--- src/hdl/glb_cfg_pkg.sv ---
`default_nettype none

package glb_cfg_pkg;

    // Buffer geometry
    localparam int NUM_BANK   = 8;
    localparam int BANK_WORDS = 16;
    localparam int DATA_W     = 32;
    localparam int NUM_WRPORT = 2;
    localparam int NUM_RDPORT = 2;
    localparam int NUM_PORT   = 4;

    localparam int ADDR_W     = 7;
    localparam int ROW_W      = 4;
    localparam int BANK_IDX_W = 3;
    // Ports 0-1 write, ports 2-3 read
    localparam int PORT_IDX_W = 2;

    typedef logic [NUM_BANK-1:0] bank_mask_t;

    typedef struct packed {
        bank_mask_t mask;
    } wr_cfg_t;

    typedef struct packed {
        logic       src;
        logic [6:0] spare;
    } rd_cfg_t;

    // Same configuration word, meaning set by the target port
    typedef union packed {
        wr_cfg_t wr;
        rd_cfg_t rd;
    } glb_cfg_u;

    typedef struct packed {
        logic [PORT_IDX_W-1:0] port;
        glb_cfg_u              cfg;
    } cfg_req_t;

    typedef struct packed {
        logic                  valid;
        logic [BANK_IDX_W-1:0] first_bank;
        logic [1:0]            log2_cnt;
        logic [ADDR_W-1:0]     wrap_mask;
    } port_map_t;

endpackage

`default_nettype wire

--- src/hdl/glb_cfg_regs.sv ---
`timescale 1ns/1ps
`default_nettype none

module glb_cfg_regs
    import glb_cfg_pkg::*;
(
    input  wire                              clk,
    input  wire                              rst_n,
    input  wire                              cfg_valid_i,
    output logic                             cfg_ready_o,
    input  wire cfg_req_t                    cfg_req_i,
    output port_map_t [NUM_WRPORT-1:0]       wr_map_o,
    output logic      [NUM_RDPORT-1:0]       rd_src_o,
    output logic      [NUM_RDPORT-1:0]       rd_cfg_ok_o,
    output logic      [NUM_WRPORT-1:0]       hwm_clr_o
);

    logic                  cfg_fire;
    bank_mask_t            mask;
    logic [BANK_IDX_W-1:0] first_bank;
    logic [BANK_IDX_W:0]   bank_cnt;
    logic [1:0]            cnt_log2;
    port_map_t             new_map;

    assign cfg_ready_o = 1'b1;
    assign cfg_fire    = cfg_valid_i & cfg_ready_o;
    assign mask        = cfg_req_i.cfg.wr.mask;

    // ==========================================================
    // Map derivation from the bank mask
    // ==========================================================
    always_comb begin
        first_bank = '0;
        bank_cnt   = '0;
        cnt_log2   = '0;
        // Downward scan leaves the lowest set bit
        for (int b = NUM_BANK - 1; b >= 0; b--) begin
            if (mask[b]) begin
                first_bank = BANK_IDX_W'(b);
            end
            bank_cnt = bank_cnt + {{BANK_IDX_W{1'b0}}, mask[b]};
        end
        for (int i = 0; i <= BANK_IDX_W; i++) begin
            if (bank_cnt[i]) begin
                cnt_log2 = 2'(i);
            end
        end
        new_map.valid      = |mask;
        new_map.first_bank = first_bank;
        new_map.log2_cnt   = cnt_log2;
        new_map.wrap_mask  = ADDR_W'((BANK_WORDS << cnt_log2) - 1);
    end

    // High-water mark clear, same cycle as the map write
    always_comb begin
        for (int w = 0; w < NUM_WRPORT; w++) begin
            hwm_clr_o[w] = cfg_fire && (cfg_req_i.port == PORT_IDX_W'(w));
        end
    end

    always_ff @(posedge clk or negedge rst_n) begin
        if (!rst_n) begin
            wr_map_o    <= '0;
            rd_src_o    <= '0;
            rd_cfg_ok_o <= '0;
        end else if (cfg_fire) begin
            for (int w = 0; w < NUM_WRPORT; w++) begin
                if (cfg_req_i.port == PORT_IDX_W'(w)) begin
                    wr_map_o[w] <= new_map;
                end
            end
            for (int r = 0; r < NUM_RDPORT; r++) begin
                if (cfg_req_i.port == PORT_IDX_W'(NUM_WRPORT + r)) begin
                    rd_src_o[r]    <= cfg_req_i.cfg.rd.src;
                    rd_cfg_ok_o[r] <= 1'b1;
                end
            end
        end
    end

endmodule

`default_nettype wire

--- config.mk ---
export PLATFORM = sky130hd
export DESIGN_NAME = glb_cfg_regs
export DESIGN_NICKNAME = d
export VERILOG_FILES = /design/src/hdl/glb_cfg_pkg.sv /design/src/hdl/glb_cfg_regs.sv
export SDC_FILE = /design/constraint.sdc
export NUM_CORES = 1
export LEC_CHECK = 0
export BUFFER_PORTS_ARGS = -buffer_cell sky130_fd_sc_hd__buf_2
export CAP_MARGIN = 10
export CORE_MARGIN = 2
export CORE_UTILIZATION = 51
export CTS_CLUSTER_SIZE = 8
export DETAILED_ROUTE_END_ITERATION = 12
export HOLD_SLACK_MARGIN = 0.1
export MAX_ROUTING_LAYER = met4
export PLACE_DENSITY = 0.95
export SYNTH_ARGS = -nofsm -noshare
export SYNTH_HDL_FRONTEND = slang
export SYNTH_SLANG_ARGS = --single-unit
--- constraint.sdc ---
create_clock -name clk -period 3 [get_ports clk]
set_clock_uncertainty 0.15 [all_clocks]
set_input_delay 0.45 -clock clk [delete_from_list [all_inputs] [get_ports clk]]
set_output_delay 0.45 -clock clk [all_outputs]
set_load 0.01 [all_outputs]
==> metrics.md <==
| Metric | Value |
|---|---|
| Slew HR | `60.0%` |
| Seq cells post-synth | `22` |
| Iteration-0 DRC count of the detailed router | `15` |
| Cell Pwr Density | `572 nW/um2` |
| VDD IR-drop max | `0.445 mV` |
| Fillers | `176` |
| Area Overhead vs Synth | `27.8%` |
| Port Buf Inserts | `44` |
| Dpl cell area | `1390 um2` |
| Switching Share | `33.3%` |
| DIE HEIGHT | `51.4 um` |
| TritonRoute pass-1 iters | `4` |
| NumNets Final | `183` |
| Total CTS buffers | `3` |
| Initial antenna violation count | `0` |
| Run status | `finished with violations` |
| Worst Path Max Fanout | `2` |
| CTS tree | `yes` |
| Mapped Area | `1140 um2` |
| Diodes inserted | `0` |
| Final worst path period share | `101%` |
| Root Buffer Master | `clkbuf_4` |
| Failing checks | `negative setup slack` |
| Sw Pwr | `0.278 mW` |
| Final antenna-violating net count | `0` |
| Crit path kind | `input port to flip-flop` |
| Syn avg cell area | `9.77 um2` |
| Logic pwr share | `35.8%` |
| Overall Power | `0.835 mW` |
| Arrival time at the worst endpoint | `3.08 ns` |
| Setup ws final | `-0.0287 ns` |
| Multi-input gate area | `494 um2` |
| Core area | `2170 um2` |
| Drt drc | `0` |
| Worst-path clk slew | `0.12 ns` |
| Via count | `956` |
| Clk sinks | `22` |
| Max incr delay on CP | `0.53 ns` |
| Commonest non-fill, non-tap cell in the layout | `buf_2` |
| CP delay by family, top | `adder cells` |
| Final Setup Violations | `2` |
| Total wire length | `2.45 mm` |
| Sequential cell area | `551 um2` |
| Hold Fails Final Rpt | `0` |
| Internal power | `0.557 mW` |
| Max_cap viols | `0` |
| Worst skew pair latency | `0.32 ns` |
| Most frequent cells in the layout | `buf_2, dfrtp_1, nand2_1, inv_1, o21ai_1` |
| Flop pwr share | `44.2%` |
| Initial Util | `52.7%` |
| H-tree Lvls | `1` |
| Vias in the first global route | `936` |
| Total congestion overflow | `0` |
| CTS Buffer Depth | `2` |
| Synthesized instance count | `117` |
| Largest net degree at the start of global routing | `23` |
| Yosys cell types | `27` |
| GRT Resource Usage Total | `22.4%` |
| CP most frequent cell | `fa_1` |
| Startpoint types | `input port` |
| First-pass GRT wire length | `4.13 mm` |
| Final Critical Period | `3.03 ns` |
| Share of layout cells above drive strength 1 | `40.7%` |
| Slowest cell on crit path | `fa_1` |
| Die W | `51.4 um` |
| CP required | `3.05 ns` |
| Register area share after synthesis | `48.1%` |
| Unrepaired setup endpoints after global routing | `yes` |
| Least-Margin Pin Slew | `0.599 ns` |
| Pins Over Slew Limit | `0` |
| DIE AREA | `2640 um2` |
| Routability congestion estimate | `0.831` |
| Worst setup EP type | `flip-flop` |
| Row cnt | `17` |
| HPWL after detailed placement | `1.99 mm` |
| Fmax | `330 MHz` |
| Clock power share | `19.9%` |
| I/O pin count | `46` |
| Synth warn | `0` |
| Wire per inst | `12.9 um` |
| Post-Syn Nets | `137` |
| Post-layout instance area | `1460 um2` |
| Hold WC Path Type | `input port to flip-flop` |
| WP buf/inv | `2` |
| Leakage power | `0.767 nW` |
| Via density | `5.03` |
| Crit path cell chain | `buf_8 > fa_1 > inv_1 > fa_1 > fa_1 > nor2_2 > fa_2 > or2_4 > o31ai_4 > nor2b_4 > o21ai_1` |
[cell families after synthesis]
kind of cell | Yosys count | synth area share, %
compound gates | 23 | 11.9
fa+ha+maj | 7 | 10.3
buf+inv | 24 | 11.8
flops | 22 | 48.1
mux | 1 | 0.985
other cells | 1 | 0.328
simple gates | 39 | 16.5
[sequential cells by signal, indices dropped and copies added (netlist names)]
register,count
wr_map_o,18
rd_cfg_ok_o,2
rd_src_o,2
[cell type report]
cell class / instances / area share, %
flip-flops and latches: 22 / 37.7
inverters: 12 / 3.08
multi-input cells: 71 / 33.8
well taps: 28 / 2.40
repair buffers: 53 / 20.5
clock buffers: 4 / 2.48
[path summary, 6_finish.rpt]
kind | slack, ns | to | cells after the start | startpoint
max | -0.03 | wr_map_o[4] | 11 | cfg_req_i[0]
min | 0.26 | rd_src_o[0] | 2 | cfg_req_i[7]
max reg2reg | 2.07 | rd_cfg_ok_o[0] | 1 | rd_cfg_ok_o[0]
min reg2reg | 0.33 | rd_cfg_ok_o[0] | 1 | rd_cfg_ok_o[0]
max in group asynchronous | 1.93 | wr_map_o[23] | 2 | rst_n
min in group asynchronous | 0.46 | wr_map_o[4] | 2 | rst_n
[repair_timing]
item | in CTS | in global routing
hold buffers | 1 | 0
cloned | 0 | 0
pin swaps | 3 | 0
resized for setup | 2 | 7
setup buffers | 0 | 1
hold endpoints to repair | 22 | 0
endpoints found under the setup margin | 6 | 6
[power by group through the flow]
stage / clock network (mW) / registers [mW] / logic, mW
floorplan: 0 / 0.401 / 0.150
global placement: 0 / 0.374 / 0.267
detailed placement: 0 / 0.376 / 0.288
CTS: 0.166 / 0.370 / 0.289
global route: 0.178 / 0.377 / 0.333
finish: 0.167 / 0.369 / 0.299
[routing by layer]
layer | share of wire [%] | up-vias | track usage (%)
met4 | 3.3 | 0 | 13.2
met1 | 40 | 448 | 25.3
met2 | 51 | 38 | 38.7
li1 | - | 463 | -
met3 | 5.1 | 7 | 2.05
met5 | 0 | - | -
[Yosys cell counts, drive strengths merged]
library cell | n | share of area [%]
a21boi | 1 | 0.66
ha | 3 | 3.3
or4b | 1 | 0.88
clkbuf | 1 | 0.33
nor2 | 5 | 1.6
nand3b | 1 | 0.66
or3b | 1 | 0.77
mux2 | 1 | 0.98
buf | 11 | 7.5
o21ai | 17 | 7.4
inv | 12 | 3.9
dfrtp | 22 | 48
nand3 | 2 | 0.88
or2 | 2 | 1.1
o31ai | 4 | 3.1
a221oi | 1 | 0.77
nand2b | 3 | 1.6
fa | 4 | 7.0
nor4 | 1 | 0.55
nand2 | 20 | 6.6
and3 | 1 | 0.55
and3b | 1 | 0.77
nor2b | 1 | 0.55
conb | 1 | 0.33
[metrics by stage]
step | hold slack [ns] | cells | setup TNS (ns) | setup WS [ns] | util (%)
after CTS | 0.264 | 189 | -0.0533 | -0.0371 | 66.4
final | 0.259 | 190 | -0.0345 | -0.0287 | 67.4
after floorplan | 0.00441 | 117 | -0.960 | -0.235 | -
after global routing | 0.272 | 190 | -0.350 | -0.128 | 67.4
after global placement | 0.267 | 184 | -2.43 | -0.376 | 64.0
after detailed placement | 0.284 | 184 | -3.14 | -0.482 | 64.0
(Power assumes the default switching activity.)
