## src/hdl/glb_cfg_pkg.sv

```systemverilog
`default_nettype none

package glb_cfg_pkg;

    // Buffer geometry
    localparam int NUM_BANK   = 8;
    localparam int BANK_WORDS = 16;
    localparam int DATA_W     = 32;
    localparam int NUM_WRPORT = 2;
    localparam int NUM_RDPORT = 2;
    localparam int NUM_PORT   = 4;

    localparam int ADDR_W     = 7;
    localparam int ROW_W      = 4;
    localparam int BANK_IDX_W = 3;
    // Ports 0-1 write, ports 2-3 read
    localparam int PORT_IDX_W = 2;

    typedef logic [NUM_BANK-1:0] bank_mask_t;

    typedef struct packed {
        bank_mask_t mask;
    } wr_cfg_t;

    typedef struct packed {
        logic       src;
        logic [6:0] spare;
    } rd_cfg_t;

    // Same configuration word, meaning set by the target port
    typedef union packed {
        wr_cfg_t wr;
        rd_cfg_t rd;
    } glb_cfg_u;

    typedef struct packed {
        logic [PORT_IDX_W-1:0] port;
        glb_cfg_u              cfg;
    } cfg_req_t;

    typedef struct packed {
        logic                  valid;
        logic [BANK_IDX_W-1:0] first_bank;
        logic [1:0]            log2_cnt;
        logic [ADDR_W-1:0]     wrap_mask;
    } port_map_t;

endpackage

`default_nettype wire

```

## src/hdl/glb_port_pkg.sv

```systemverilog
`default_nettype none

package glb_port_pkg;

    import glb_cfg_pkg::*;

    typedef struct packed {
        logic [ADDR_W-1:0] addr;
        logic [DATA_W-1:0] data;
    } wr_req_t;

    typedef struct packed {
        logic [ADDR_W-1:0] addr;
    } rd_req_t;

    // One access into a single bank
    typedef struct packed {
        logic              we;
        logic [ROW_W-1:0]  row;
        logic [DATA_W-1:0] data;
        logic              rd_port;
    } bank_op_t;

    typedef struct packed {
        logic [DATA_W-1:0] data;
    } rd_rsp_t;

endpackage

`default_nettype wire

```

## src/hdl/glb_addr_map.sv

```systemverilog
`timescale 1ns/1ps
`default_nettype none

module glb_addr_map
    import glb_cfg_pkg::*;
    import glb_port_pkg::*;
(
    input  wire                                  clk,
    input  wire                                  rst_n,
    input  wire       [NUM_WRPORT-1:0]           wr_valid_i,
    input  wire wr_req_t [NUM_WRPORT-1:0]        wr_req_i,
    output logic      [NUM_WRPORT-1:0]           wr_ready_o,
    input  wire       [NUM_RDPORT-1:0]           rd_valid_i,
    input  wire rd_req_t [NUM_RDPORT-1:0]        rd_req_i,
    output logic      [NUM_RDPORT-1:0]           rd_ready_o,
    input  wire port_map_t [NUM_WRPORT-1:0]      wr_map_i,
    input  wire       [NUM_RDPORT-1:0]           rd_src_i,
    input  wire       [NUM_RDPORT-1:0]           rd_cfg_ok_i,
    input  wire       [NUM_WRPORT-1:0]           hwm_clr_i,
    input  wire       [NUM_RDPORT-1:0]           credit_ok_i,
    output logic [NUM_PORT-1:0][BANK_IDX_W-1:0]  port_bank_o,
    output logic      [NUM_PORT-1:0]             port_req_o,
    input  wire       [NUM_PORT-1:0]             port_grant_i,
    output logic [NUM_WRPORT-1:0][ROW_W-1:0]     wr_row_o,
    output logic [NUM_RDPORT-1:0][ROW_W-1:0]     rd_row_o
);

    logic [NUM_WRPORT-1:0][ADDR_W:0]   hwm_q;
    logic [NUM_WRPORT-1:0][ADDR_W:0]   wr_next;
    logic [NUM_WRPORT-1:0][ADDR_W-1:0] wr_addr;
    logic [NUM_RDPORT-1:0][ADDR_W-1:0] rd_addr;
    logic [NUM_RDPORT-1:0]             rd_below;

    // ==========================================================
    // Address decode and port ready
    // ==========================================================
    always_comb begin
        for (int w = 0; w < NUM_WRPORT; w++) begin
            wr_addr[w]     = wr_req_i[w].addr & wr_map_i[w].wrap_mask;
            wr_next[w]     = {1'b0, wr_addr[w]} + 1'b1;
            port_bank_o[w] = wr_map_i[w].first_bank + BANK_IDX_W'(wr_addr[w] >> ROW_W);
            wr_row_o[w]    = wr_addr[w][ROW_W-1:0];
            port_req_o[w]  = wr_valid_i[w] & wr_map_i[w].valid;
            wr_ready_o[w]  = wr_map_i[w].valid & port_grant_i[w];
        end
        // Reads decode through the map of their source write port
        for (int r = 0; r < NUM_RDPORT; r++) begin
            rd_addr[r]  = rd_req_i[r].addr & wr_map_i[rd_src_i[r]].wrap_mask;
            port_bank_o[NUM_WRPORT+r] = wr_map_i[rd_src_i[r]].first_bank
                                      + BANK_IDX_W'(rd_addr[r] >> ROW_W);
            rd_row_o[r] = rd_addr[r][ROW_W-1:0];
            rd_below[r] = {1'b0, rd_addr[r]} < hwm_q[rd_src_i[r]];
            // A blocked read must not hold the bank against the write it waits for
            port_req_o[NUM_WRPORT+r] = rd_valid_i[r] & rd_cfg_ok_i[r]
                                     & rd_below[r] & credit_ok_i[r];
            rd_ready_o[r] = rd_cfg_ok_i[r] & port_grant_i[NUM_WRPORT+r]
                          & rd_below[r] & credit_ok_i[r];
        end
    end

    // High-water marks
    always_ff @(posedge clk or negedge rst_n) begin
        if (!rst_n) begin
            hwm_q <= '0;
        end else begin
            for (int w = 0; w < NUM_WRPORT; w++) begin
                if (hwm_clr_i[w]) begin
                    hwm_q[w] <= '0;
                end else if (wr_valid_i[w] && wr_ready_o[w] && (wr_next[w] > hwm_q[w])) begin
                    hwm_q[w] <= wr_next[w];
                end
            end
        end
    end

endmodule

`default_nettype wire

```

## config.mk

```make
export PLATFORM = sky130hd
export DESIGN_NAME = glb_addr_map
export DESIGN_NICKNAME = d
export VERILOG_FILES = /design/src/hdl/glb_cfg_pkg.sv /design/src/hdl/glb_port_pkg.sv /design/src/hdl/glb_addr_map.sv
export SDC_FILE = /design/constraint.sdc
export NUM_CORES = 1
export LEC_CHECK = 0
export BUFFER_PORTS_ARGS = -buffer_cell sky130_fd_sc_hd__clkbuf_2
export CAP_MARGIN = 20
export CORE_ASPECT_RATIO = 1.25
export CORE_MARGIN = 3
export CORE_UTILIZATION = 25
export CTS_BUF_LIST = sky130_fd_sc_hd__clkbuf_16
export DETAILED_ROUTE_END_ITERATION = 16
export GPL_ROUTABILITY_DRIVEN = 0
export GPL_TIMING_DRIVEN = 0
export PLACE_DENSITY = 0.59
export SETUP_SLACK_MARGIN = 0.15
export SYNTH_ARGS = -nofsm -noshare
export SYNTH_HDL_FRONTEND = slang
export SYNTH_SLANG_ARGS = --single-unit
```

## constraint.sdc

```tcl
create_clock -name clk -period 4.18 [get_ports clk]
set_input_delay 0.627 -clock clk [delete_from_list [all_inputs] [get_ports clk]]
set_output_delay 0.627 -clock clk [all_outputs]
set_load 0.05 [all_outputs]
```

==> reports/qor.txt <==
met1 Use GR: 14.2%
share of the cycle needed by the critical path after routing: 85.8%
endpoints failing hold: 0
Synth Area in Adders: 21.1%
sequential share of the synthesized area: 16.7%
share of layout cells above drive strength 1: 31.5%
Post-Synth Simple-Gate Area: 20.1%
final setup violation count: 0
Mapped Nets: 447
M2 GR Usage: 25.7%
Max-Slew Margin vs Limit: 61.0%
Sink Count: 16
CP Capture Type: output port
post-route ant nets: 0
first-pass GRT wire length: 11.1 mm
critical path fanouts, max: 10
post-CTS sizing: 0
Slew Viols, Final: 0
vias per cell: 4.58
Reg with most FFs: hwm_q
Worst-Margin Slew: 0.583 ns
core area: 0.00922 mm^2
Synth Flop Type: dfrtp_1
largest net degree at the start of global routing: 17
VDD IR max: 103 uV
worst r2r path cells: 7
initial antenna violation count: 0
number of global-route vias before repair: 2384
# rows: 39
Ys Warns: 0
data arrival time of the worst path: 2.96 ns
placed inst area: 0.00304 mm^2
Synth cell types: 32
Area growth, synth to finish: 30.3%
cts hold-fix bufs: 0
Post-CTS Setup Bufs: 0
Hold Crit Class: in2async
Diodes inserted: 0
wire per inst: 14.1 um
main area contributors after synthesis: mux2i_1 18%, ha_1 18%, dfrtp_1 17%, xnor2_1 4.8%, nor2b_1 4.7%
Iteration-0 DRC Markers: 60
number of remaining DRC errors: 0
Top Ports: 172
synthesized area: 0.00239 mm^2
worst reg2reg endpoint: hwm_q[5]
CP startpoint kind: input pin
Mapped Cells: 273
final-stage net count: 551
total length of routed wires: 7.05 mm
Synth async-reset ratio: 100%
largest family of logic cells by synthesized area: adder cells
Fmax: 279 MHz
#FFs+latches synth: 16
xor/xnor cell area share of the yosys netlist: 6.59%
GRT met3 Usage: 2.09%
Die Span X: 93.5 um
Most Crowded Layer GR: met2
CP required: 3.55 ns
R2R Setup Slk: 2.05 ns
skew final: 0.000750 ns
Maximum Capacitance Violations: 0
cell taking the most area after synthesis: mux2i_1
max reg flops: 16
root buffer cell: clkbuf_16
H-tree Lvls: 1
RSZ-0062 raised after global routing: false
total CTS buffers: 3
mux cell area share after synthesis: 20.3%
Pleak: 1.59 nW
IO buf count: 99
CTS tree: built
PwrDens: 227 mW/mm^2
die area: 0.0108 mm^2
largest registers: hwm_q (16)
Final Cell Area: 0.00312 mm^2
clk_lat worst skew: 0.24 ns
Period minus WS final: 3.59 ns
Chip Height: 115 um
Starting Density: 26.0%
Post-synth EDFFs: 0
Mean Syn Cell Area: 8.77 um^2
clock slew at reported path FFs: 0.05 ns
DR pass1 iterations: 4
GR Overflow Total: 0
kind of critical path: in2out
status: finished, final reports clean
CTS max path bufs: 2
Synth Area in Compound Gates: 9.83%
share of the synthesized area in the top cell type: 18.4%
gr usage total: 13.1%
Detailed Place HPWL: 6.46 mm
setup_tns: 0 ns
worst r2r src: hwm_q[7]
via count: 2283
-- cells in the mapped netlist, types with 4 or more instances --
cell type,number
a211oi_1,4
a21o_1,4
a21oi_1,8
a221oi_1,4
and2_1,9
buf_2,4
dfrtp_1,16
fa_1,4
ha_1,34
inv_1,27
mux2_2,4
mux2i_1,44
nand2_1,15
nand3_1,4
nand4_1,9
nor2_1,22
nor2b_1,18
nor4_1,4
xnor2_1,13
xor2_1,5
-- metal layers --
metal | vias up | part of all wire [%]
met2 | 58 | 55
met1 | 1044 | 39
li1 | 1171 | -
met3 | 10 | 4.3
met4 | 0 | 1.8
met5 | - | 0
-- through the flow --
stage | utilization, % | setup WS (ns) | cells | total power, mW | hold slack (ns)
final | 33.8 | 0.593 | 498 | 0.707 | 0.304
after global routing | 33.8 | 0.330 | 498 | 0.748 | 0.346
after CTS | 33.8 | 0.549 | 498 | 0.717 | 0.322
after detailed placement | 33.0 | 0.538 | 495 | 0.531 | 0.577
after global placement | 33.0 | 0.584 | 495 | 0.526 | 0.552
after floorplan | - | 0.317 | 273 | 0.428 | 0.331
-- cells in the final DEF, fill, tap and decap left out --
cell	count
and4_1	1
nor2b_1	18
ha_1	34
and2_2	2
nor2_1	22
nor4_1	4
mux2i_1	44
fa_1	4
clkbuf_2	99
a31o_1	2
xnor2_1	13
nor3_1	1
dfrtp_1	16
nand3_1	4
xor2_1	5
a21o_2	2
a211oi_1	4
a21oi_1	8
clkbuf_16	3
o21ai_0	2
o211ai_1	2
a211oi_4	2
and2_1	9
a21o_1	4
and3_1	2
buf_2	4
nor3b_1	1
mux2_2	4
and4_4	2
buf_1	2
inv_1	27
nand2_1	15
a221oi_1	4
nand4_1	9
-- layout make-up --
type,instances,area (um^2)
Timing Repair Buffer,99,495
Fill cell,999,6100
Buffer,6,27.5
Sequential cell,16,400
Inverter,27,101
Clock buffer,3,75.1
Tap cell,123,154
Multi-Input combinational cell,224,1860
-- logic make-up (layout without fill, tap and decap cells) --
kind of cell             count (synthesis)  count (layout)
AO/OA/AOI/OAI                           30              30
XOR/XNOR                                18              18
adder cells (fa/ha/maj)                 38              38
buffers and inverters                   33             135
flip-flops                              16              16
multiplexers                            48              48
AND/OR/NAND/NOR                         90              90
-- worst max path at each step --
stage	start	endpoint	slack (ns)	cells past startpoint
2_1_floorplan	rd_src_i[1]	port_req_o[3]	0.32	8
3_3_place_gp	rd_src_i[0]	rd_ready_o[0]	0.58	11
3_5_place_dp	rd_src_i[0]	rd_ready_o[0]	0.54	11
4_1_cts	rd_src_i[0]	rd_ready_o[0]	0.55	11
5_1_grt	rd_src_i[0]	rd_ready_o[0]	0.33	11
6_report	rd_src_i[0]	rd_ready_o[0]	0.59	11
-- worst max-delay path: stages --
cell and delay, ns:
buf_2 0.26, buf_2 0.35, mux2i_1 0.12, nor2b_1 0.26, ha_1 0.30, a21oi_1 0.13, nor2b_1 0.05, o21ai_0 0.31
nand4_1 0.14, nor2_1 0.10, clkbuf_2 0.28
-- report_power, final --
part / switching, mW / internal [mW]
Clock: 0.0588 / 0.126
Combinational: 0.240 / 0.121
Sequential: 0.00350 / 0.158
Power figures use the tool's default switching activity.
