===== src/hdl/glb_cfg_pkg.sv =====
`default_nettype none

package glb_cfg_pkg;

    // Buffer geometry
    localparam int NUM_BANK   = 8;
    localparam int BANK_WORDS = 16;
    localparam int DATA_W     = 32;
    localparam int NUM_WRPORT = 2;
    localparam int NUM_RDPORT = 2;
    localparam int NUM_PORT   = 4;

    localparam int ADDR_W     = 7;
    localparam int ROW_W      = 4;
    localparam int BANK_IDX_W = 3;
    // Ports 0-1 write, ports 2-3 read
    localparam int PORT_IDX_W = 2;

    typedef logic [NUM_BANK-1:0] bank_mask_t;

    typedef struct packed {
        bank_mask_t mask;
    } wr_cfg_t;

    typedef struct packed {
        logic       src;
        logic [6:0] spare;
    } rd_cfg_t;

    // Same configuration word, meaning set by the target port
    typedef union packed {
        wr_cfg_t wr;
        rd_cfg_t rd;
    } glb_cfg_u;

    typedef struct packed {
        logic [PORT_IDX_W-1:0] port;
        glb_cfg_u              cfg;
    } cfg_req_t;

    typedef struct packed {
        logic                  valid;
        logic [BANK_IDX_W-1:0] first_bank;
        logic [1:0]            log2_cnt;
        logic [ADDR_W-1:0]     wrap_mask;
    } port_map_t;

endpackage

`default_nettype wire


===== src/hdl/glb_port_pkg.sv =====
`default_nettype none

package glb_port_pkg;

    import glb_cfg_pkg::*;

    typedef struct packed {
        logic [ADDR_W-1:0] addr;
        logic [DATA_W-1:0] data;
    } wr_req_t;

    typedef struct packed {
        logic [ADDR_W-1:0] addr;
    } rd_req_t;

    // One access into a single bank
    typedef struct packed {
        logic              we;
        logic [ROW_W-1:0]  row;
        logic [DATA_W-1:0] data;
        logic              rd_port;
    } bank_op_t;

    typedef struct packed {
        logic [DATA_W-1:0] data;
    } rd_rsp_t;

endpackage

`default_nettype wire


===== src/hdl/glb_rd_return.sv =====
`timescale 1ns/1ps
`default_nettype none

module glb_rd_return
    import glb_cfg_pkg::*;
    import glb_port_pkg::*;
(
    input  wire                                clk,
    input  wire                                rst_n,
    input  wire  [NUM_RDPORT-1:0]              rd_fire_i,
    input  wire  [NUM_RDPORT-1:0]              in_valid_i,
    input  wire  [NUM_RDPORT-1:0][DATA_W-1:0]  in_data_i,
    output logic [NUM_RDPORT-1:0]              credit_ok_o,
    output logic [NUM_RDPORT-1:0]              rsp_valid_o,
    input  wire  [NUM_RDPORT-1:0]              rsp_ready_i,
    output rd_rsp_t [NUM_RDPORT-1:0]           rsp_o
);

    for (genvar r = 0; r < NUM_RDPORT; r++) begin : g_port
        logic [DATA_W-1:0] buf_q [2];
        logic              wr_ptr_q;
        logic              rd_ptr_q;
        logic [1:0]        used_q;
        // In flight plus buffered, never above two
        logic [1:0]        crd_q;
        logic              pop;

        assign pop = rsp_valid_o[r] & rsp_ready_i[r];

        always_ff @(posedge clk or negedge rst_n) begin
            if (!rst_n) begin
                wr_ptr_q <= 1'b0;
                rd_ptr_q <= 1'b0;
                used_q   <= '0;
                crd_q    <= '0;
            end else begin
                if (in_valid_i[r]) begin
                    wr_ptr_q <= ~wr_ptr_q;
                end
                if (pop) begin
                    rd_ptr_q <= ~rd_ptr_q;
                end
                used_q <= used_q + 2'(in_valid_i[r]) - 2'(pop);
                crd_q  <= crd_q + 2'(rd_fire_i[r]) - 2'(pop);
            end
        end

        always_ff @(posedge clk) begin
            if (in_valid_i[r]) begin
                buf_q[wr_ptr_q] <= in_data_i[r];
            end
        end

        assign rsp_valid_o[r]  = (used_q != 2'd0);
        assign rsp_o[r].data   = buf_q[rd_ptr_q];
        assign credit_ok_o[r]  = (crd_q < 2'd2);
    end

endmodule

`default_nettype wire


===== config.mk =====
export PLATFORM = sky130hd
export DESIGN_NAME = glb_rd_return
export DESIGN_NICKNAME = d
export VERILOG_FILES = /design/src/hdl/glb_cfg_pkg.sv /design/src/hdl/glb_port_pkg.sv /design/src/hdl/glb_rd_return.sv
export SDC_FILE = /design/constraint.sdc
export NUM_CORES = 1
export LEC_CHECK = 0
export BUFFER_PORTS_ARGS = -buffer_cell sky130_fd_sc_hd__buf_2
export CAP_MARGIN = 20
export CELL_PAD_IN_SITES_DETAIL_PLACEMENT = 0
export CELL_PAD_IN_SITES_GLOBAL_PLACEMENT = 1
export CORE_MARGIN = 3
export CORE_UTILIZATION = 45
export CTS_CLUSTER_SIZE = 8
export DETAILED_ROUTE_END_ITERATION = 8
export PLACE_DENSITY = 0.88
export REMOVE_ABC_BUFFERS = 1
export SLEW_MARGIN = 20
export SYNTH_ARGS = -nofsm -noshare
export SYNTH_HDL_FRONTEND = slang
export SYNTH_SLANG_ARGS = --single-unit
export TNS_END_PERCENT = 50

===== constraint.sdc =====
create_clock -name clk -period 3.3 [get_ports clk]
set_input_delay 0.495 -clock clk [delete_from_list [all_inputs] [get_ports clk]]
set_output_delay 0.495 -clock clk [all_outputs]
set_load 0.005 [all_outputs]

==> results of run 1 <==
==> path summary, 6_finish.rpt <==
check,startpoint,end,slack [ns],cells after the start
max in group asynchronous,rst_n,g_port[1].rd_ptr_q,2.56,2
worst max register to register,g_port[1].wr_ptr_q,g_port[1].buf_q[0][15],1.72,1
worst min-delay path,in_data_i[32],g_port[1].buf_q[0][0],0.27,1
min in group asynchronous,rst_n,g_port[0].crd_q[1],0.50,2
worst min register to register,g_port[1].wr_ptr_q,g_port[1].wr_ptr_q,0.54,1
worst max-delay path,g_port[0].rd_ptr_q,rsp_o[4],0.81,3
==> power groups by stage <==
stage	sequential [W]	clock, W	combinational [W]
2_1_floorplan	0.00267	0	0.000997
3_3_place_gp	0.00261	0	0.00161
3_5_place_dp	0.00264	0	0.00163
4_1_cts	0.00261	0.00170	0.00165
5_1_grt	0.00265	0.00178	0.00176
6_report	0.00260	0.00166	0.00161
==> sequential cells by signal, indices dropped and copies added (netlist names) <==
name and flops:
g_port.used_q 4, g_port.buf_q 128, g_port.wr_ptr_q 2, g_port.crd_q 4
g_port.rd_ptr_q 2
==> logic make-up after synthesis <==
logic type	share of synthesized area, %
compound gates	0.638
xor+xnor	1.91
fa+ha+maj	0.911
buf+inv	2.87
flops	75.4
mux	17.3
simple gates	0.979
==> what timing repair did <==
item	4_1_cts	5_1_grt
buffers inserted	0	0
hold buffers	1	0
hold endpoints to repair	12	0
==> per-layer routing <==
layer  share of wire, %  track usage, %
met4                1.8            6.96
met1                 40            16.8
met3                 10            7.31
met2                 48            22.5
met5                  0               0
==> per-stage QoR <==
stage	area, sq um	utilization (%)
final	6810	58.4
after detailed placement	6280	53.9
after global placement	6280	53.9
after floorplan	5350	-
after CTS	6810	58.4
after global routing	6810	58.4
==> cell type report <==
class / instances / share of cell area, %
flip-flops and latches: 140 / 60.9
multi-input cells: 96 / 17.7
repair buffers: 145 / 10.9
clock buffers: 21 / 6.47
well taps: 143 / 2.63
clock inverters: 11 / 1.14
inverters: 4 / 0.221
==> layout by cell type, fill, tap and decap left out <==
cell type,synthesis,routed
clkbuf_1,0,4
dfrtp_1,12,10
mux2_4,58,58
edfxtp_1,128,128
mux2i_1,1,1
nor2b_4,0,2
dlygate4sd3_1,0,1
nand3_1,1,1
and2_1,2,2
dfrtp_2,0,2
xnor2_1,9,9
or2_2,2,2
clkinv_1,0,2
clkinv_2,0,8
buf_2,0,139
mux2_2,6,6
clkbuf_16,0,17
a21boi_0,1,1
nor2_1,2,2
o21ai_2,2,2
ha_1,4,4
nand2_1,1,1
bufinv_16,0,1
inv_1,4,4
xor2_1,3,3
o21ai_0,2,2
buf_4,0,5
==> results.cfg, run 1 <==
[clock_tree]
clkTransAtPathRegs_ns = 0.06
cts.repair.resized = 0
clkLatencyLatePin_ns = 0.41
clock_tree.buffer_depth = 2
h-tree-depth = 4
clkSinkCount = 140
tritoncts = built
clockRootBuffer = clkbuf_16
cts_inserted_buffers = 17

[sta]
grt_setup_unrepaired = no
setup_slack_ns = 0.815
report.final.setup_viol = 0
timing.final.crit_period_ns = 2.49
finalMaxSlewViolations = 0
fmax_ghz = 0.402
worst_hold_slack_ns = 0.269
setup-tns-final_ns = 0
hold_viol = 0
finClkSkew_ns = 0.00835
layout_worst_path_cycle_share_pct = 75.3
max-slew-margin-rel_pct = 36.4
tightest_slew_ns = 0.951

[worst_setup_path]
timing.critical_path.slowest_cell_delay_ns = 0.74
crit_arrival_ns = 1.99
critPathLaunchType = flop
timing.critical_path.fanout_max = 19
ordered_list_of_cells_on_the_worst_path = buf_4 -> mux2_4 -> buf_2
critPathCaptureType = output port
worst_path_dominant_cell_family = flip-flops
critical_path_required_ns = 2.80
timing.setup.critical_path_class = reg -> out
worst_path_max_delay_cell = dfrtp_2
cp.buffers_inverters = 2

[synthesis]
post_synth_instance_area_sq_um = 5490
synth.ff_latch_count = 140
asyncSetResetFlopFracSynth_pct = 8.57
ys_top_cells_by_area = edfxtp_1 70%, mux2_4 16%, dfrtp_1 5.5%, buf_12 2.2%, xnor2_1 1.4%
synth.yosys.warnings = 0
synthFlopType = edfxtp_1
yosys.cell_types.count = 20
yosysTopAreaCellShare_pct = 70.0
yosys.cell_count.top_type = edfxtp_1
synth_top_area_cell = edfxtp_1
yosysSeqAreaShare_pct = 75.4
synth_commonest_cells = 128 x edfxtp_1, 58 x mux2_4, 12 x dfrtp_1, 9 x xnor2_1
synth_enable_flop_cells = 128
post_synth_inst_count = 248
syn-mean-instance-area_sq_um = 22.2

[routing]
post-route-drc-count = 0
route.detailed.wl_per_inst_um = 16.5
drtAntennaViolNets = 0
route.vias.total = 2700
route.detailed.vias_per_inst = 4.82
first_pass_iters = 4
wl_mm = 9.25
detailedRoute.firstIterationViolations = 115

[cells_and_area]
drive_above_1_share_pct = 58.0
multiInputGateArea_sq_um = 1210
ff_latch_area_sq_um = 4150
post_layout_nonfiller_instances = 560
antenna_cells = 0
finalNetCount = 480
n_fill_cell = 896
syn_to_final_growth_pct = 23.9

[pwr]
power.share.clock_pct = 28.3
worst_ir_drop_vdd_mv = 0.441
logic_pwr_share_pct = 27.4
switching_share_of_power_pct = 26.1
p_seq_share_pct = 44.3
power_leakage_nw = 2.81
power.switching_w = 0.00153
power_per_cell_area_nw_per_um2 = 861
finalPower_w = 0.00586
internal_power_w = 0.00433

[global_route]
antenna_found_initial = 0
grt_start_max_net_pins = 33
grt_remaining_overflow = 0
grt_resource_usage_total_pct = 14.5
grt_pass1_vias = 2799
global_route_wire_length_before_repair_mm = 14.3

[floorplan]
fp.dieW_um = 116
num_io_pins = 140
die_footprint_sq_um = 13600
core_region_area_sq_um = 11700
fp.dieH_um = 116
floorplan.initialDensity_pct = 47.1
core.rowCount = 39

[placed_design]
dpl_worst_slack_ns = 1.23
dp_hpwl_mm = 6.43
dp.cells = 527
io_buffer_count = 139
gp_congestion = 0.741

[worst_hold_path]
hold_class = in -> reg

[run_status]
status = complete, no violations

[job]
max_cap_viol_count = 0
(Power assumes the default switching activity.)
==> run 2, diff against run 1 <==
==> constraint.sdc (replaced) <==
create_clock -name clk -period 2.31 [get_ports clk]
set_input_delay 0.3465 -clock clk [delete_from_list [all_inputs] [get_ports clk]]
set_output_delay 0.3465 -clock clk [all_outputs]
set_load 0.005 [all_outputs]
==> run 2 against run 1 <==
  * Register-to-register slack got worse by 0.76 ns
  * Setup slack got worse by 0.58 ns
  * Sequential power increased by 41%
  * Utilization increased by 0.40 points
  * Global-route usage decreased by 0.21 points
  * Die area unchanged
  * Via count decreased by 0.11%
  * Critical path type unchanged
  * Power increased by 44%
  * Clock power increased by 41%
  * Cell count decreased by 0.18%
  * Worst hold slack got worse by 0.14 ns
==> results.cfg, run 2 (synthesis gave the netlist of run 1 again) <==
[placed_design]
dp.cells = 529
dpl_worst_slack_ns = 0.650
dp_hpwl_mm = 6.59
io_buffer_count = 139
dpl-instance-area_sq_um = 6330
gp_congestion = 0.714

[routing]
detailedRoute.firstIterationViolations = 118
drtAntennaViolNets = 0
route.detailed.wl_per_inst_um = 16.7
first_pass_iters = 4
route.vias.total = 2697
post-route-drc-count = 0
route.detailed.vias_per_inst = 4.82
wl_mm = 9.31

[clock_tree]
cts.repair.resized = 0
clkSinkCount = 140
h-tree-depth = 4
clockRootBuffer = clkbuf_16
cts_inserted_buffers = 17
clock_tree.buffer_depth = 2
clkTransAtPathRegs_ns = 0.06
clkLatencyLatePin_ns = 0.41
tritoncts = built

[worst_setup_path]
reg2reg_start = g_port[1].used_q[0]
crit_arrival_ns = 1.73
critPathLaunchType = flop
critPathCaptureType = output port
rr_worst_depth = 5
worstReg2RegEnd = g_port[1].crd_q[1]
timing.critical_path.fanout_max = 24
timing.reg2reg.setup_slack_ns = 0.96
timing.setup.critical_path_class = reg -> out
critical_path_required_ns = 1.96

[sta]
worst_hold_slack_ns = 0.125
setup_slack_ns = 0.236
finClkSkew_ns = 0.00592
timing.final.crit_period_ns = 2.07
finalMaxSlewViolations = 0
max-slew-margin-rel_pct = 70.5
hold_viol = 0
layout_worst_path_cycle_share_pct = 89.8
setup-tns-final_ns = 0
report.final.setup_viol = 0
grt_setup_unrepaired = no
tightest_slew_ns = 0.441
fmax_ghz = 0.482

[cells_and_area]
post_layout_nonfiller_instances = 559
layout.cells.most_common = buf_2
finalNetCount = 482
drive_above_1_share_pct = 58.7
number_of_flip_flops_in_the_largest_register = 128
n_fill_cell = 864
registers_with_the_most_flip_flops = g_port.buf_q (128), g_port.crd_q (4), g_port.used_q (4)
top_reg_by_flops = g_port.buf_q
antenna_cells = 0
mostFrequentLayoutCells = 139 x buf_2, 128 x edfxtp_1, 58 x mux2_4, 17 x clkbuf_16, 10 x dfrtp_1
finish.instance_area_sq_um = 6860
syn_to_final_growth_pct = 24.8

[floorplan]
fp.dieW_um = 116
floorplan.initialDensity_pct = 47.1
core.rowCount = 39
num_io_pins = 140
core_region_area_sq_um = 11700
die_footprint_sq_um = 13600
fp.dieH_um = 116

[global_route]
antenna_found_initial = 0
grt_resource_usage_total_pct = 14.3
grt_pass1_vias = 2769
grt_start_max_net_pins = 33
global_route_wire_length_before_repair_mm = 14.0
grt_remaining_overflow = 0

[pwr]
power_leakage_nw = 2.82
power_per_cell_area_nw_per_um2 = 1230
worst_ir_drop_vdd_mv = 0.692

[worst_hold_path]
hold_class = in -> reg
worst_hold_path_startpoint = in_data_i[45]
holdPathStages = 1
endpoint_worst_hold = g_port[1].buf_q[1][13]

[run_status]
status = complete, no violations

[job]
max_cap_viol_count = 0
[run 2: changes by cell type in the layout (fill, tap and decap cells not counted), sizes merged]
cell      before  now
clkinv        10    7
buf          144  146
clkbuf        21   19
clkinvlp       0    2
[run 2: per-layer routing]
metal / track usage, % / share of wire [%]
met1: 15.8 / 38
met2: 23.2 / 49
met3: 6.94 / 11
met4: 6.96 / 1.9
met5: 0 / 0
[run 2: worst max-delay path: stages, from the launching register on]
cell and delay, ns:
dfrtp_2 0.56, buf_12 0.26, mux2_2 0.36, buf_2 0.13
[run 2: worst max path at each step]
stage	from	endpoint	slack, ns	cells past startpoint
after floorplan	g_port[0].wr_ptr_q	g_port[0].buf_q[0][0]	0.04	1
after CTS	g_port[1].rd_ptr_q	rsp_o[63]	0.20	3
after global routing	g_port[1].rd_ptr_q	rsp_o[63]	0.17	3
final	g_port[1].rd_ptr_q	rsp_o[63]	0.24	3
after detailed placement	g_port[1].rd_ptr_q	rsp_o[63]	0.65	3
after global placement	g_port[1].rd_ptr_q	rsp_o[33]	0.66	3
[run 2: timing repair]
item / 4_1_cts / 5_1_grt
setup buffers: 0 / 0
endpoints found under the setup margin: 0 / 0
hold buffers: 1 / 0
hold endpoints to repair: 12 / 0
[run 2: area by class of cell]
cell class	count	area, sq um	area share, %
inverters	4	15.0	0.219
well taps	143	179	2.61
clock buffers	19	433	6.32
repair buffers	147	796	11.6
flip-flops and latches	140	4150	60.5
clock inverters	10	78.8	1.15
multi-input cells	96	1210	17.6
[run 2: stage by stage]
step / utilization [%] / total power, W
floorplan: - / 0.00524
global placement: 54.3 / 0.00613
detailed placement: 54.3 / 0.00621
CTS: 58.8 / 0.00858
global route: 58.8 / 0.00891
finish: 58.8 / 0.00845
[run 2: power breakdown]
part           switching [W]  internal (W)  total (W)
registers           0.000261       0.00340    0.00366
logic                0.00104       0.00140    0.00245
clock network       0.000904       0.00144    0.00234
==> run 3, diff against run 2 <==
--- a/config.mk
+++ b/config.mk
@@ -8,12 +8,12 @@
 export BUFFER_PORTS_ARGS = -buffer_cell sky130_fd_sc_hd__buf_2
 export CAP_MARGIN = 20
 export CELL_PAD_IN_SITES_DETAIL_PLACEMENT = 0
-export CELL_PAD_IN_SITES_GLOBAL_PLACEMENT = 1
+export CELL_PAD_IN_SITES_GLOBAL_PLACEMENT = 2
 export CORE_MARGIN = 3
-export CORE_UTILIZATION = 45
+export CORE_UTILIZATION = 39
 export CTS_CLUSTER_SIZE = 8
 export DETAILED_ROUTE_END_ITERATION = 8
-export PLACE_DENSITY = 0.88
+export PLACE_DENSITY = 0.87
 export REMOVE_ABC_BUFFERS = 1
 export SLEW_MARGIN = 20
 export SYNTH_ARGS = -nofsm -noshare
==> constraint.sdc (replaced) <==
create_clock -name clk -period 2.15 [get_ports clk]
set_input_delay 0.3225 -clock clk [delete_from_list [all_inputs] [get_ports clk]]
set_output_delay 0.3225 -clock clk [all_outputs]
set_load 0.005 [all_outputs]
==> run 3 against run 2 <==
  * Sequential power grew 7.1%
  * Design area grew 1.8%
  * Non-clock buffer count unchanged
  * Worst hold slack got worse by 0.026 ns
  * Register-to-register slack worse by 0.14 ns
  * Utilization down 7.1 points
  * Clock-buffer cell count decreased by 1
  * Clock power rose by 26%
  * Largest power group unchanged
==> results.cfg, run 3 (synthesis gave the netlist of run 1 again) <==
[run_status]
status = complete, no violations

[global_route]
global_route_wire_length_before_repair_mm = 15.4
grt_start_max_net_pins = 33
grt_pass1_vias = 2868
antenna_found_initial = 0
grt_remaining_overflow = 0
grt_resource_usage_total_pct = 12.9

[worst_setup_path]
reg2reg_start = g_port[1].used_q[0]
rr_worst_depth = 5
timing.critical_path.from = g_port[1].rd_ptr_q
timing.setup.critical_path_class = reg -> out
timing.reg2reg.setup_slack_ns = 0.82
critPathCaptureType = output port
timing.critical_path.fanout_max = 17
crit_arrival_ns = 1.71
worstReg2RegEnd = g_port[1].crd_q[1]
setup.worst_path.end = rsp_o[40]
critical_path_required_ns = 1.83
critPathLaunchType = flop

[cells_and_area]
registers_with_the_most_flip_flops = g_port.buf_q (128), g_port.crd_q (4), g_port.used_q (4)
ff_latch_area_sq_um = 4150
syn_to_final_growth_pct = 27.0
drive_above_1_share_pct = 58.6
antenna_cells = 0
multiInputGateArea_sq_um = 1210
mostFrequentLayoutCells = 139 x buf_2, 128 x edfxtp_1, 58 x mux2_4, 17 x clkbuf_16, 10 x dfrtp_1
n_fill_cell = 1077
number_of_flip_flops_in_the_largest_register = 128
top_reg_by_flops = g_port.buf_q
layout.cells.most_common = buf_2
finalNetCount = 482

[sta]
tightest_slew_ns = 0.436
timing.final.crit_period_ns = 2.04
setup-tns-final_ns = 0
layout_worst_path_cycle_share_pct = 94.7
finClkSkew_ns = 0.00593
max-slew-margin-rel_pct = 70.9
worst_hold_slack_ns = 0.0988
finalMaxSlewViolations = 0
setup_slack_ns = 0.114
report.final.setup_viol = 0
grt_setup_unrepaired = no
hold_viol = 0
fmax_ghz = 0.491

[job]
max_cap_viol_count = 0

[clock_tree]
clkSinkCount = 140
cts.repair.resized = 0
clock_tree.buffer_depth = 2
clockRootBuffer = clkbuf_16
cts.hold.buffers_added = 1
clkLatencyLatePin_ns = 0.41
h-tree-depth = 4
cts_setup_buffers = 0
clkTransAtPathRegs_ns = 0.05
tritoncts = built
cts_inserted_buffers = 17

[floorplan]
floorplan.initialDensity_pct = 40.7
core.rowCount = 42
die_footprint_sq_um = 15500
fp.dieH_um = 125
core_region_area_sq_um = 13500
num_io_pins = 140
fp.dieW_um = 125

[routing]
drtAntennaViolNets = 0
first_pass_iters = 6
post-route-drc-count = 0
wl_mm = 9.49
route.detailed.vias_per_inst = 4.59
detailedRoute.firstIterationViolations = 210
route.vias.total = 2725
route.detailed.wl_per_inst_um = 16.0

[placed_design]
dpl_worst_slack_ns = 0.521
dp_hpwl_mm = 6.54
gp_congestion = 0.761
io_buffer_count = 139

[worst_hold_path]
worst_hold_path_startpoint = in_data_i[26]
hold_class = in -> reg

[pwr]
worst_ir_drop_vdd_mv = 0.646
power_leakage_nw = 2.86
power_per_cell_area_nw_per_um2 = 1360
-- run 3: cell count changes in the layout (fill, tap and decap cells not counted) --
cell,delta
clkinv_1,+2
bufinv_16,+3
buf_4,+1
buf_12,-1
clkinv_4,+1
clkbuf_1,-1
clkinv_2,-4
inv_6,+1
-- run 3: power by group --
group | switching [W] | internal, W
registers | 0.000268 | 0.00365
clock network | 0.00103 | 0.00192
logic | 0.00111 | 0.00150
-- run 3: layout make-up --
cell class | instances | area share [%]
clock buffers | 18 | 6.15
clock inverters | 13 | 2.49
inverters | 4 | 0.215
multi-input cells | 96 | 17.3
well taps | 176 | 3.16
repair buffers | 147 | 11.2
flip-flops and latches | 140 | 59.4
-- run 3: layer usage --
metal / track usage (%) / part of all wire (%)
met5: 0 / 0
met1: 15.2 / 42
met2: 19.9 / 47
met4: 5.61 / 1.6
met3: 6.39 / 9.7
-- run 3: per-stage QoR --
stage / power [W] / cell area [sq um] / std cells / util (%)
finish: 0.00947 / 6980 / 594 / 51.6
global route: 0.00999 / 6980 / 594 / 51.6
CTS: 0.00964 / 6980 / 594 / 51.6
detailed placement: 0.00664 / 6360 / 562 / 47.1
global placement: 0.00659 / 6360 / 562 / 47.1
floorplan: 0.00563 / 5350 / 240 / -
-- run 3: worst min path at each step --
stage	cells after the start	slack (ns)	to
after floorplan	0	0.03	g_port[0].crd_q[0]
after global placement	1	0.22	g_port[1].wr_ptr_q
after detailed placement	1	0.23	g_port[1].wr_ptr_q
after CTS	1	0.07	g_port[1].buf_q[1][1]
after global routing	1	0.08	g_port[0].buf_q[0][7]
final	1	0.1	g_port[0].buf_q[0][26]
-- run 3: worst max-delay path, stage by stage (launching register included) --
cell     delay [ns]
dfrtp_2        0.61
buf_12         0.24
mux2_4         0.32
buf_2          0.13
